<file path="config.mk">
export PLATFORM = sky130hd
export DESIGN_NAME = fpu_unit
export DESIGN_NICKNAME = d
export VERILOG_FILES = /design/src/logic/fpu_pkg.sv /design/src/logic/fpu_req_queue.sv /design/src/logic/fpu_lane.sv /design/src/logic/fpu_commit.sv /design/src/logic/fpu_unit.sv
export VERILOG_INCLUDE_DIRS = /design/src /design/src/logic
export SDC_FILE = /design/constraint.sdc
export NUM_CORES = 1
export LEC_CHECK = 0
export BUFFER_PORTS_ARGS = -buffer_cell sky130_fd_sc_hd__buf_4
export CAP_MARGIN = 10
export CORE_MARGIN = 2
export CORE_UTILIZATION = 30
export DETAILED_ROUTE_END_ITERATION = 6
export PLACE_DENSITY_LB_ADDON = 0.15
export REMOVE_ABC_BUFFERS = 1
export SETUP_SLACK_MARGIN = 0.4
export SLEW_MARGIN = 20
export SYNTH_ARGS = -nofsm -noshare
export SYNTH_HDL_FRONTEND = slang
export SYNTH_SLANG_ARGS = --single-unit
export TNS_END_PERCENT = 50
</file>
<file path="constraint.sdc">
create_clock -name clk -period 11.42 [get_ports clk]
set_input_delay 2.284 -clock clk [delete_from_list [all_inputs] [get_ports clk]]
set_output_delay 2.284 -clock clk [all_outputs]
set_load 0.02 [all_outputs]
</file>
<file path="src/logic/fpu_consts.svh">
`ifndef FPU_CONSTS_SVH
`define FPU_CONSTS_SVH

// Thread lanes per request
`define FPU_NUM_THREADS 2

`define FPU_NUM_WARPS 4
`define FPU_NW_BITS 2

// Register file index width
`define FPU_NR_BITS 5

// Request slots, matches the issuer's initial credits
`define FPU_QUEUE_SIZE 4
`define FPU_QUEUE_BITS 2

// Commits the consumer can absorb before returning a credit
`define FPU_COMMIT_CREDITS 2

`endif

</file>
<file path="src/logic/fpu_pkg.sv">
`include "fpu_consts.svh"

package fpu_pkg;

    typedef enum logic [3:0] {
        FPU_SGNJ  = 4'd0,
        FPU_SGNJN = 4'd1,
        FPU_SGNJX = 4'd2,
        FPU_MIN   = 4'd3,
        FPU_MAX   = 4'd4,
        FPU_EQ    = 4'd5,
        FPU_LT    = 4'd6,
        FPU_LE    = 4'd7,
        FPU_CLASS = 4'd8
    } fpu_op_e;

    // Same bit order as the RISC-V fflags CSR
    typedef struct packed {
        logic nv;
        logic dz;
        logic of;
        logic uf;
        logic nx;
    } fflags_t;

    typedef struct packed {
        logic        sign;
        logic [7:0]  exp;
        logic [22:0] frac;
    } float_fields_t;

    // Raw word for sign injection and pass-through, fields for decoding
    typedef union packed {
        logic [31:0]   raw;
        float_fields_t f;
    } float_word_u;

    typedef struct packed {
        logic [`FPU_NW_BITS-1:0]     wid;
        logic [`FPU_NUM_THREADS-1:0] tmask;
        logic [31:0]                 pc;
        logic [`FPU_NR_BITS-1:0]     rd;
        logic                        wb;
    } fpu_meta_t;

    typedef struct packed {
        logic                                     valid;
        fpu_op_e                                  op;
        fpu_meta_t                                meta;
        float_word_u [`FPU_NUM_THREADS-1:0]       a;
        float_word_u [`FPU_NUM_THREADS-1:0]       b;
        float_word_u [`FPU_NUM_THREADS-1:0]       c;
    } fpu_req_t;

    typedef struct packed {
        logic        valid;
        logic [31:0] result;
        fflags_t     fflags;
        logic        has_fflags;
    } fpu_lane_out_t;

    typedef struct packed {
        logic                                valid;
        fpu_meta_t                           meta;
        logic [`FPU_NUM_THREADS-1:0][31:0]   data;
    } fpu_commit_t;

    typedef struct packed {
        logic                    enable;
        logic [`FPU_NW_BITS-1:0] wid;
        fflags_t                 fflags;
    } fpu_csr_wr_t;

endpackage

</file>
<file path="src/logic/fpu_req_queue.sv">
`timescale 1ns/1ps
`include "fpu_consts.svh"

module fpu_req_queue (
    input  logic                clk,
    input  logic                reset,
    input  fpu_pkg::fpu_req_t   req,
    input  logic                advance,
    output fpu_pkg::fpu_req_t   issue,
    output fpu_pkg::fpu_meta_t  lane_meta
);

    fpu_pkg::fpu_req_t mem [`FPU_QUEUE_SIZE];

    logic [`FPU_QUEUE_BITS-1:0] wr_ptr;
    logic [`FPU_QUEUE_BITS-1:0] rd_ptr;
    logic [`FPU_QUEUE_BITS:0]   count;

    fpu_pkg::fpu_req_t head;
    logic              head_valid;
    logic              push;
    logic              pop;

    fpu_pkg::fpu_meta_t meta_s1;
    fpu_pkg::fpu_meta_t meta_s2;

    // An empty queue lets the incoming request straight through
    always_comb begin
        head_valid = (count != '0) || req.valid;
        head       = (count != '0) ? mem[rd_ptr] : req;
    end

    assign push = req.valid;
    assign pop  = advance && head_valid;

    always_ff @(posedge clk) begin
        if (push) begin
            mem[wr_ptr] <= req;
        end
    end

    always_ff @(posedge clk) begin
        if (reset) begin
            wr_ptr <= '0;
            rd_ptr <= '0;
            count  <= '0;
        end else begin
            if (push) begin
                wr_ptr <= wr_ptr + 1'b1;
            end
            if (pop) begin
                rd_ptr <= rd_ptr + 1'b1;
            end
            case ({push, pop})
                2'b10:   count <= count + 1'b1;
                2'b01:   count <= count - 1'b1;
                default: count <= count;
            endcase
        end
    end

    // Issue register, held while the pipeline stalls
    always_ff @(posedge clk) begin
        if (reset) begin
            issue.valid <= 1'b0;
        end else if (advance) begin
            issue.valid <= head_valid;
        end
        if (advance) begin
            issue.op   <= head.op;
            issue.meta <= head.meta;
            issue.a    <= head.a;
            issue.b    <= head.b;
            issue.c    <= head.c;
        end
    end

    // Metadata follows the two lane stages
    always_ff @(posedge clk) begin
        if (advance) begin
            meta_s1 <= issue.meta;
            meta_s2 <= meta_s1;
        end
    end

    assign lane_meta = meta_s2;

endmodule

</file>
<file path="src/logic/fpu_lane.sv">
`timescale 1ns/1ps

module fpu_lane (
    input  logic                   clk,
    input  logic                   reset,
    input  logic                   advance,
    input  logic                   valid,
    input  fpu_pkg::fpu_op_e       op,
    input  fpu_pkg::float_word_u   a,
    input  fpu_pkg::float_word_u   b,
    output fpu_pkg::fpu_lane_out_t lane_out
);

    localparam logic [31:0] CANON_NAN = 32'h7fc0_0000;

    // FCLASS bit order, bit 8 is signaling NaN and bit 9 quiet NaN
    function automatic logic [9:0] classify(input fpu_pkg::float_word_u w);
        logic exp_ones;
        logic exp_zero;
        logic frac_zero;
        logic inf;
        logic norm;
        logic sub;
        logic zero;
        logic s;
        exp_ones  = &w.f.exp;
        exp_zero  = ~|w.f.exp;
        frac_zero = ~|w.f.frac;
        s         = w.f.sign;
        inf       = exp_ones & frac_zero;
        norm      = ~exp_ones & ~exp_zero;
        sub       = exp_zero & ~frac_zero;
        zero      = exp_zero & frac_zero;
        classify  = {exp_ones & w.f.frac[22],
                     exp_ones & ~frac_zero & ~w.f.frac[22],
                     ~s & inf, ~s & norm, ~s & sub, ~s & zero,
                     s & zero, s & sub, s & norm, s & inf};
    endfunction

    logic                 s1_valid;
    fpu_pkg::fpu_op_e     s1_op;
    fpu_pkg::float_word_u s1_a;
    fpu_pkg::float_word_u s1_b;
    logic [9:0]           s1_cls_a;
    logic [9:0]           s1_cls_b;

    logic             a_nan;
    logic             b_nan;
    logic             a_snan;
    logic             b_snan;
    logic             both_zero;
    logic             lt_total;
    logic             lt_cmp;
    logic             eq_cmp;
    logic [31:0]      result;
    fpu_pkg::fflags_t flags;
    logic             has_flags;

    always_ff @(posedge clk) begin
        if (reset) begin
            s1_valid <= 1'b0;
        end else if (advance) begin
            s1_valid <= valid;
        end
        if (advance) begin
            s1_op    <= op;
            s1_a     <= a;
            s1_b     <= b;
            s1_cls_a <= classify(a);
            s1_cls_b <= classify(b);
        end
    end

    always_comb begin
        a_snan    = s1_cls_a[8];
        b_snan    = s1_cls_b[8];
        a_nan     = s1_cls_a[8] | s1_cls_a[9];
        b_nan     = s1_cls_b[8] | s1_cls_b[9];
        both_zero = (s1_cls_a[3] | s1_cls_a[4]) & (s1_cls_b[3] | s1_cls_b[4]);

        // Total order where -0 sorts below +0
        if (s1_a.f.sign != s1_b.f.sign) begin
            lt_total = s1_a.f.sign;
        end else if (s1_a.f.sign) begin
            lt_total = s1_b.raw[30:0] < s1_a.raw[30:0];
        end else begin
            lt_total = s1_a.raw[30:0] < s1_b.raw[30:0];
        end

        eq_cmp = ~a_nan & ~b_nan & ((s1_a.raw == s1_b.raw) | both_zero);
        lt_cmp = ~a_nan & ~b_nan & lt_total & ~both_zero;

        result    = '0;
        flags     = '0;
        has_flags = 1'b0;
        case (s1_op)
            fpu_pkg::FPU_SGNJ:  result = {s1_b.f.sign, s1_a.raw[30:0]};
            fpu_pkg::FPU_SGNJN: result = {~s1_b.f.sign, s1_a.raw[30:0]};
            fpu_pkg::FPU_SGNJX: result = {s1_a.f.sign ^ s1_b.f.sign, s1_a.raw[30:0]};
            fpu_pkg::FPU_MIN, fpu_pkg::FPU_MAX: begin
                has_flags = 1'b1;
                flags.nv  = a_snan | b_snan;
                if (a_nan && b_nan) begin
                    result = CANON_NAN;
                end else if (a_nan) begin
                    result = s1_b.raw;
                end else if (b_nan) begin
                    result = s1_a.raw;
                end else if (lt_total ^ (s1_op == fpu_pkg::FPU_MAX)) begin
                    result = s1_a.raw;
                end else begin
                    result = s1_b.raw;
                end
            end
            fpu_pkg::FPU_EQ: begin
                has_flags = 1'b1;
                flags.nv  = a_snan | b_snan;
                result    = {31'b0, eq_cmp};
            end
            fpu_pkg::FPU_LT: begin
                has_flags = 1'b1;
                flags.nv  = a_nan | b_nan;
                result    = {31'b0, lt_cmp};
            end
            fpu_pkg::FPU_LE: begin
                has_flags = 1'b1;
                flags.nv  = a_nan | b_nan;
                result    = {31'b0, lt_cmp | eq_cmp};
            end
            fpu_pkg::FPU_CLASS: result = {22'b0, s1_cls_a};
            default:            result = '0;
        endcase
    end

    always_ff @(posedge clk) begin
        if (reset) begin
            lane_out.valid <= 1'b0;
        end else if (advance) begin
            lane_out.valid <= s1_valid;
        end
        if (advance) begin
            lane_out.result     <= result;
            lane_out.fflags     <= flags;
            lane_out.has_fflags <= has_flags;
        end
    end

endmodule

</file>
<file path="src/logic/fpu_commit.sv">
`timescale 1ns/1ps
`include "fpu_consts.svh"

module fpu_commit (
    input  logic                                           clk,
    input  logic                                           reset,
    input  fpu_pkg::fpu_lane_out_t [`FPU_NUM_THREADS-1:0]  lane_out,
    input  fpu_pkg::fpu_meta_t                             lane_meta,
    // Valid bit above the warp id of the incoming request
    input  logic [`FPU_NW_BITS:0]                          accept,
    input  logic                                           commit_credit,
    output logic                                           advance,
    output fpu_pkg::fpu_commit_t                           commit,
    output fpu_pkg::fpu_csr_wr_t                           csr_wr,
    output logic                                           req_credit,
    output logic [`FPU_NUM_WARPS-1:0]                      pending
);

    localparam int CREDIT_BITS = $clog2(`FPU_COMMIT_CREDITS + 1);

    logic [CREDIT_BITS-1:0] credits;
    logic                   s2_valid;
    logic                   fire;
    fpu_pkg::fflags_t       merged;

    assign s2_valid = lane_out[0].valid;
    assign advance  = (credits != '0) || !s2_valid;
    assign fire     = advance && s2_valid;

    // Only active threads contribute flags
    always_comb begin
        merged = '0;
        for (int i = 0; i < `FPU_NUM_THREADS; i++) begin
            if (lane_meta.tmask[i]) begin
                merged = merged | lane_out[i].fflags;
            end
        end
    end

    always_ff @(posedge clk) begin
        if (reset) begin
            credits <= CREDIT_BITS'(`FPU_COMMIT_CREDITS);
        end else begin
            credits <= credits - CREDIT_BITS'(fire) + CREDIT_BITS'(commit_credit);
        end
    end

    always_ff @(posedge clk) begin
        if (reset) begin
            commit.valid  <= 1'b0;
            csr_wr.enable <= 1'b0;
        end else begin
            commit.valid  <= fire;
            csr_wr.enable <= fire && lane_out[0].has_fflags;
        end
        if (fire) begin
            commit.meta   <= lane_meta;
            csr_wr.wid    <= lane_meta.wid;
            csr_wr.fflags <= merged;
            for (int i = 0; i < `FPU_NUM_THREADS; i++) begin
                commit.data[i] <= lane_out[i].result;
            end
        end
    end

    // The issuer's slot frees once its commit leaves
    assign req_credit = commit.valid;

    // A same-cycle accept wins over the clear
    always_ff @(posedge clk) begin
        if (reset) begin
            pending <= '0;
        end else begin
            if (commit.valid) begin
                pending[commit.meta.wid] <= 1'b0;
            end
            if (accept[`FPU_NW_BITS]) begin
                pending[accept[`FPU_NW_BITS-1:0]] <= 1'b1;
            end
        end
    end

endmodule

</file>
<file path="src/logic/fpu_unit.sv">
`timescale 1ns/1ps
`include "fpu_consts.svh"

module fpu_unit (
    input  logic                          clk,
    input  logic                          reset,
    input  fpu_pkg::fpu_req_t             req,
    output logic                          req_credit,
    output fpu_pkg::fpu_commit_t          commit,
    input  logic                          commit_credit,
    output fpu_pkg::fpu_csr_wr_t          csr_wr,
    output logic [`FPU_NUM_WARPS-1:0]     pending
);

    fpu_pkg::fpu_req_t                             issue;
    fpu_pkg::fpu_meta_t                            lane_meta;
    fpu_pkg::fpu_lane_out_t [`FPU_NUM_THREADS-1:0] lane_out;
    logic                                          advance;

    fpu_req_queue u_queue (
        .clk       (clk),
        .reset     (reset),
        .req       (req),
        .advance   (advance),
        .issue     (issue),
        .lane_meta (lane_meta)
    );

    // Operand c rides along in the request but no kept op reads it
    for (genvar i = 0; i < `FPU_NUM_THREADS; i++) begin : g_lane
        fpu_lane u_lane (
            .clk      (clk),
            .reset    (reset),
            .advance  (advance),
            .valid    (issue.valid),
            .op       (issue.op),
            .a        (issue.a[i]),
            .b        (issue.b[i]),
            .lane_out (lane_out[i])
        );
    end

    fpu_commit u_commit (
        .clk           (clk),
        .reset         (reset),
        .lane_out      (lane_out),
        .lane_meta     (lane_meta),
        .accept        ({req.valid, req.meta.wid}),
        .commit_credit (commit_credit),
        .advance       (advance),
        .commit        (commit),
        .csr_wr        (csr_wr),
        .req_credit    (req_credit),
        .pending       (pending)
    );

endmodule

</file>
# After elaboration in Yosys (flattened, before gate mapping)
# Memories as Yosys holds them, arrays and structs flattened. A register that Yosys moved wholly into a read port is not among the register bits.
# Index checks and enable logic that the tools add are counted.
[totals]
ram_bits = 956
memories = 1
ff_bits = 626
output_inout_bits = 120
in_bits = 242
[classes]
add_sub_neg = 6
bitwise_logic = 114
eq_ne = 14
n_lt_le_gt_ge = 8
mux = 32
reduce_logical = 38
[memory_table]
columns = ["memory", "depth", "word_bits", "rd", "rd_clocked_by_memory_dff", "write_ports", "line", "source"]
rows = [
  ["u_queue.mem", 4, 239, 1, 1, 1, "fpu_req_queue.sv:13", "fpu_pkg::fpu_req_t mem [`FPU_QUEUE_SIZE];"],
]
[op_table]
columns = ["op", "n"]
rows = [
  ["one-hot mux 32 bit (8 select lines)", 2],
  ["2-to-1 mux 32 bit", 8],
  ["2-to-1 mux 238 bit", 1],
  ["< comparator 31 bit", 4],
  ["OR reduction 23 bit", 4],
  ["bitwise AND 1 bit", 70],
  ["== test 32 bit", 2],
  ["AND reduction 8 bit", 4],
  ["OR reduction 8 bit", 4],
  ["NOT 1 bit", 20],
  ["== test 4 x 3 -> 1 bit, second input constant", 4],
  ["bitwise OR 1 bit", 16],
  ["2-to-1 mux 4 bit", 3],
  ["2-to-1 mux 5 bit", 2],
  ["zero test 1 bit", 9],
  ["2-to-1 mux 1 bit", 9],
  ["== test 4 x 2 -> 1 bit, second input constant", 2],
  ["logical AND 1 bit", 7],
  ["< comparator 2 x 3 -> 1 bit, second input constant", 2],
  ["one-hot mux 3 bit (2 select lines)", 1],
  ["bitwise OR 5 bit", 1],
  ["OR reduction 5 bit", 1],
  ["adder 2 x 1 -> 2 bit, second input constant", 2],
  ["bitwise AND 4 bit", 1],
  ["22 further kinds", 33],
]

# Depth between registers and ports, before layout
[depth]
depth_word = 10
ltp_mapped = 14

# Cells and area by module
# From an unflattened synthesis, not the netlist that was laid out.
[unflattened]
cells_unflattened = 2891
area_unflattened_um2 = 62317.3
[by_module_without_submodules]
columns = ["mod", "cells_per_inst", "n_inst", "area_per_inst_um2"]
rows = [
  ["fpu_req_queue", 1882, 1, 47365.4],
  ["fpu_lane at g_lane[0].u_lane", 445, 1, 5672.9],
  ["fpu_lane at g_lane[1].u_lane", 410, 1, 5550.3],
  ["fpu_commit", 154, 1, 3728.6],
]

# Least setup slack after synthesis
# OpenSTA, ideal clock, no wires.
[synth_timing]
path_type = "reg-to-reg"
from = "register u_commit.credits[1]"
to = "register g_lane[0].u_lane.lane_out[0] (netlist name)"
period_less_slack_ns = 10.772
arrival_ns = 9.939
path_slack_ns = 0.648
path_stages_with_launch = 4
required_ns = 10.587
setup_ns = 0.833
n_path_buf = 0
path_cell_list = "dfxtp_1 nor2_1 and2_1 inv_1"
[synth_via]
elab_chain_len = 2
[synth_rtl]
columns = ["item", "line", "source"]
rows = [
  ["from (decl)", "fpu_commit.sv:21", "logic [CREDIT_BITS-1:0] credits;"],
  ["from (signal assigned)", "fpu_commit.sv:42", "credits <= CREDIT_BITS'(`FPU_COMMIT_CREDITS);"],
  ["from (signal assigned)", "fpu_commit.sv:44", "credits <= credits - CREDIT_BITS'(fire) + CREDIT_BITS'(commit_credit);"],
  ["nonzero test 2 bit", "fpu_commit.sv:27", "assign advance = (credits != '0) || !s2_valid;"],
  ["logical OR 1 bit", "fpu_commit.sv:27", ""],
  ["named net advance", "fpu_unit.sv:18", "logic advance;"],
]
# The timed path passes the listed nets, and every way through them passes these cells.
# A chain may end at the register's enable or synchronous reset.

# Worst setup path after layout
[layout_timing]
from = "input port req[238] in the netlist's numbering"
to = "memory u_queue.mem[2][210] in the netlist's numbering (enable)"
[layout_via]
elab_chain_len = 2
[layout_rtl]
columns = ["item", "line", "source"]
rows = [
  ["from (decl)", "fpu_unit.sv:7", "input fpu_pkg::fpu_req_t req,"],
  ["2-to-1 mux 1 bit", "fpu_req_queue.sv:37", "if (push) begin"],
  ["2-to-1 mux 1 bit (implied by the code)", "fpu_req_queue.sv:38", "mem[wr_ptr] <= req;"],
  ["to (decl)", "fpu_req_queue.sv:13", ""],
]
# No other way between the ends.

==> results.txt <==
status: complete, no violations
Most common cell on crit path: buf_4
DRC violations left: 0
met2 routed WL: 55600 um
syn_area_per_cell: 21.2 sq um
clock skew: 0.0351 ns
FF+latch count, synth: 1308
slowest stage delay, CP: 0.81 ns
CTS tree: yes
met3 WL: 6010 um
CTS resizes: 0
core area: 163000 sq um
Starting Density: 30.2%
Req. time, crit path: 11.81 ns
reg2reg setup slack: 6.99 ns
first-pass GRT wire length: 171000 um
worst path buffer plus inverter count: 3
Cell Rows: 148
family with the most delay on the worst path: buffers and inverters
CTS Buf Count: 149
worst skew pair latency: 0.77 ns
GRT overflow: 0
slowest cell on the critical path: buf_4
Slew Limit Fails: 0
HP Class: flop to flop
crit path kind: input pin to flop
Syn Std Cell Area: 49100 sq um
gr usage total: 14.0%
max-cap violations: 0
Layout Nets: 3023
hold path cells: 0
Setup crit end kind: flop
vias in the first global route: 24700
critical path depth: 4
leak pwr: 20.2 nW
DP Area: 54000 sq um
Post-CTS Repair Setup Buffers: 0
crit-path max FO: 46
Setup violations, final: 0
die area: 167000 sq um
routed len/inst: 23.3 um
die height: 409 um
layout cells sized above 1: 31.8%
Die W: 409 um
Routed Antenna Nets: 0
clock-pin slew on the worst setup and hold paths: 0.05 ns
fin crit period: 4.53 ns
Worst R2R Start: g_lane[1].u_lane.s1_b[10]
Top Layer Used: met5
Yosys cell types: 60
Post-synth EDFFs: 1288
initial DRC count: 1619
number of buffers inserted by port buffering: 293
Fin Hold WS: 0.412 ns
Post-synth ARST share: 0%
CTS hold repair buffers: 0
CP Cell Sequence: buf_4 > and2_4 > buf_4 > buf_4
Setup crit start: req[238]
Total Neg Setup Slack: 0 ns
worst-case reg-to-reg path depth: 12
Final Hold Vio Count: 0
Worst Setup EP: u_queue.mem[2][210]
Critical Path Source Type: input pin
RSZ-0062 raised after global routing: no
Synth warnings: 0
CTS root buffer: clkbuf_16
largest net degree at the start of global routing: 114
total power after layout: 15.2 mW
period utilisation layout: 39.7%
CP Data Arrival Time: 4.91 ns
CTS max path bufs: 3
Final Cell Area: 58800 sq um
VDD IR max: 126 uV
initial antenna violation count: 14
area grow syn2layout: 19.6%
Final GP Congestion: 0.773
highest clock rate: 221 MHz
DR vias: 23200
Slew @ Worst Pin: 0.995 ns
DRT Pass-1 Iters: 5
dpl hpwl: 71500 um
Syn Inst Count: 2316
final setup slack of the worst path: 6.89 ns
Rel. slew slack: 33.7%
met1 WL: 52900 um
r2r endpoint: g_lane[1].u_lane.lane_out[13]
Vias per Instance: 4.64
IO Pins: 362
final wirelength: 117000 um
clk sinks: 1308
Setup WS pre-CTS: 5.98 ns
dominant synthesized flop cell: edfxtp_1
register area share after synthesis: 79.5%
H-tree depth: 4
pwr/cell area: 259 nW/um^2
==> Yosys cell counts (15+ instances only) <==
master | number | share of area (%)
a221o_1 | 19 | 0.39
mux2_2 | 174 | 4.0
and2_1 | 29 | 0.37
nor4_1 | 34 | 0.43
o2bb2ai_1 | 18 | 0.32
ha_1 | 69 | 1.8
mux4_2 | 174 | 8.0
buf_1 | 24 | 0.18
dfxtp_1 | 20 | 0.81
nor2_1 | 70 | 0.53
a22o_1 | 25 | 0.45
nand4_1 | 26 | 0.33
clkbuf_1 | 44 | 0.34
a21oi_1 | 35 | 0.36
edfxtp_1 | 1288 | 79
nand2_1 | 35 | 0.27
nor3_1 | 15 | 0.15
o21ai_0 | 17 | 0.17
inv_1 | 78 | 0.60
==> metrics by stage <==
step | std cells | utilization (%)
2_1_floorplan | 2234 | -
3_3_place_gp | 4735 | 33.2
3_5_place_dp | 4735 | 33.2
4_1_cts | 5005 | 36.1
5_1_grt | 5007 | 36.1
6_report | 5009 | 36.1
==> cell usage in the layout (no fill, tap or decap), drive strengths merged, types with 4 or more instances in the layout <==
master / instances
a221o: 19
nand2: 35
buf: 326
and3: 5
a21oi: 35
diode: 4
bufinv: 12
nand2b: 5
mux2i: 6
conb: 4
edfxtp: 1288
or4: 6
nor3: 15
mux2: 174
clkbuf: 178
nand4: 27
nor4: 34
dfxtp: 20
nand3b: 4
xor2: 7
a22o: 25
o2bb2ai: 18
o21ai: 18
nor2b: 7
nor2: 71
and2: 29
nand3: 11
a221oi: 4
xnor2: 4
ha: 69
o22ai: 5
mux4: 174
clkinvlp: 5
clkinv: 70
inv: 84
==> sequential cells by signal, indices dropped and copies added (netlist names), named ones only <==
signal,count
u_queue.meta_s1,42
u_queue.count,3
u_commit.credits,2
u_queue.wr_ptr,2
u_queue.issue,175
g_lane.u_lane.s1_a,64
u_commit.req_credit,1
u_queue.lane_meta,42
g_lane.u_lane.s1_cls_b,8
u_queue.mem,696
u_commit.csr_wr,4
g_lane.u_lane.s1_valid,1
g_lane.u_lane.s1_b,64
g_lane.u_lane.s1_op,4
g_lane.u_lane.lane_out,68
u_queue.rd_ptr,2
u_commit.pending,4
u_commit.commit,104
g_lane.u_lane.s1_cls_a,20
==> power by group <==
part / switching [mW] / internal (mW) / total (mW)
clock: 1.93 / 2.71 / 4.64
combinational: 1.74 / 1.55 / 3.29
sequential: 0.615 / 6.66 / 7.27
==> worst min-delay path by stage <==
stage                               start                   endpoint  slack (ns)
global placement       u_queue.issue[224]        u_queue.meta_s1[32]        0.40
finish              u_queue.lane_meta[30]        u_commit.commit[94]        0.41
CTS                    u_queue.issue[227]        u_queue.meta_s1[35]        0.41
detailed placement  u_queue.lane_meta[41]         u_commit.csr_wr[6]        0.40
floorplan              u_queue.issue[234]  g_lane[0].u_lane.s1_op[0]        0.40
global route          u_queue.meta_s1[29]      u_queue.lane_meta[29]        0.42
==> kinds of logic after synthesis <==
kind of cell	count (synthesis)	synth area share [%]
muxes	354	12.1
buffers and inverters	164	1.36
adders and majority gates	70	1.80
other	1	0.00763
xor gates and xnor gates	11	0.196
AOI/OAI and AO/OA	150	2.28
and+or+nand+nor	258	2.75
DFF	1308	79.5
==> final cells by class <==
class | count | area [sq um]
clock buffer | 178 | 3890
timing repair buffer | 326 | 2450
sequential | 1308 | 39100
fill | 14900 | 104000
clock inverter | 92 | 883
tap | 2175 | 2720
multi-input combinational | 847 | 9450
inverter | 79 | 304
antenna | 4 | 10.0
==> routing by layer <==
layer  global-route usage (%)  vias to the layer above
li1                         -                    10300
met1                     18.9                    12200
met2                     22.3                      544
met3                     3.51                      159
met4                     3.65                       14
met5                        0                        -
(Power assumes the default switching activity.)
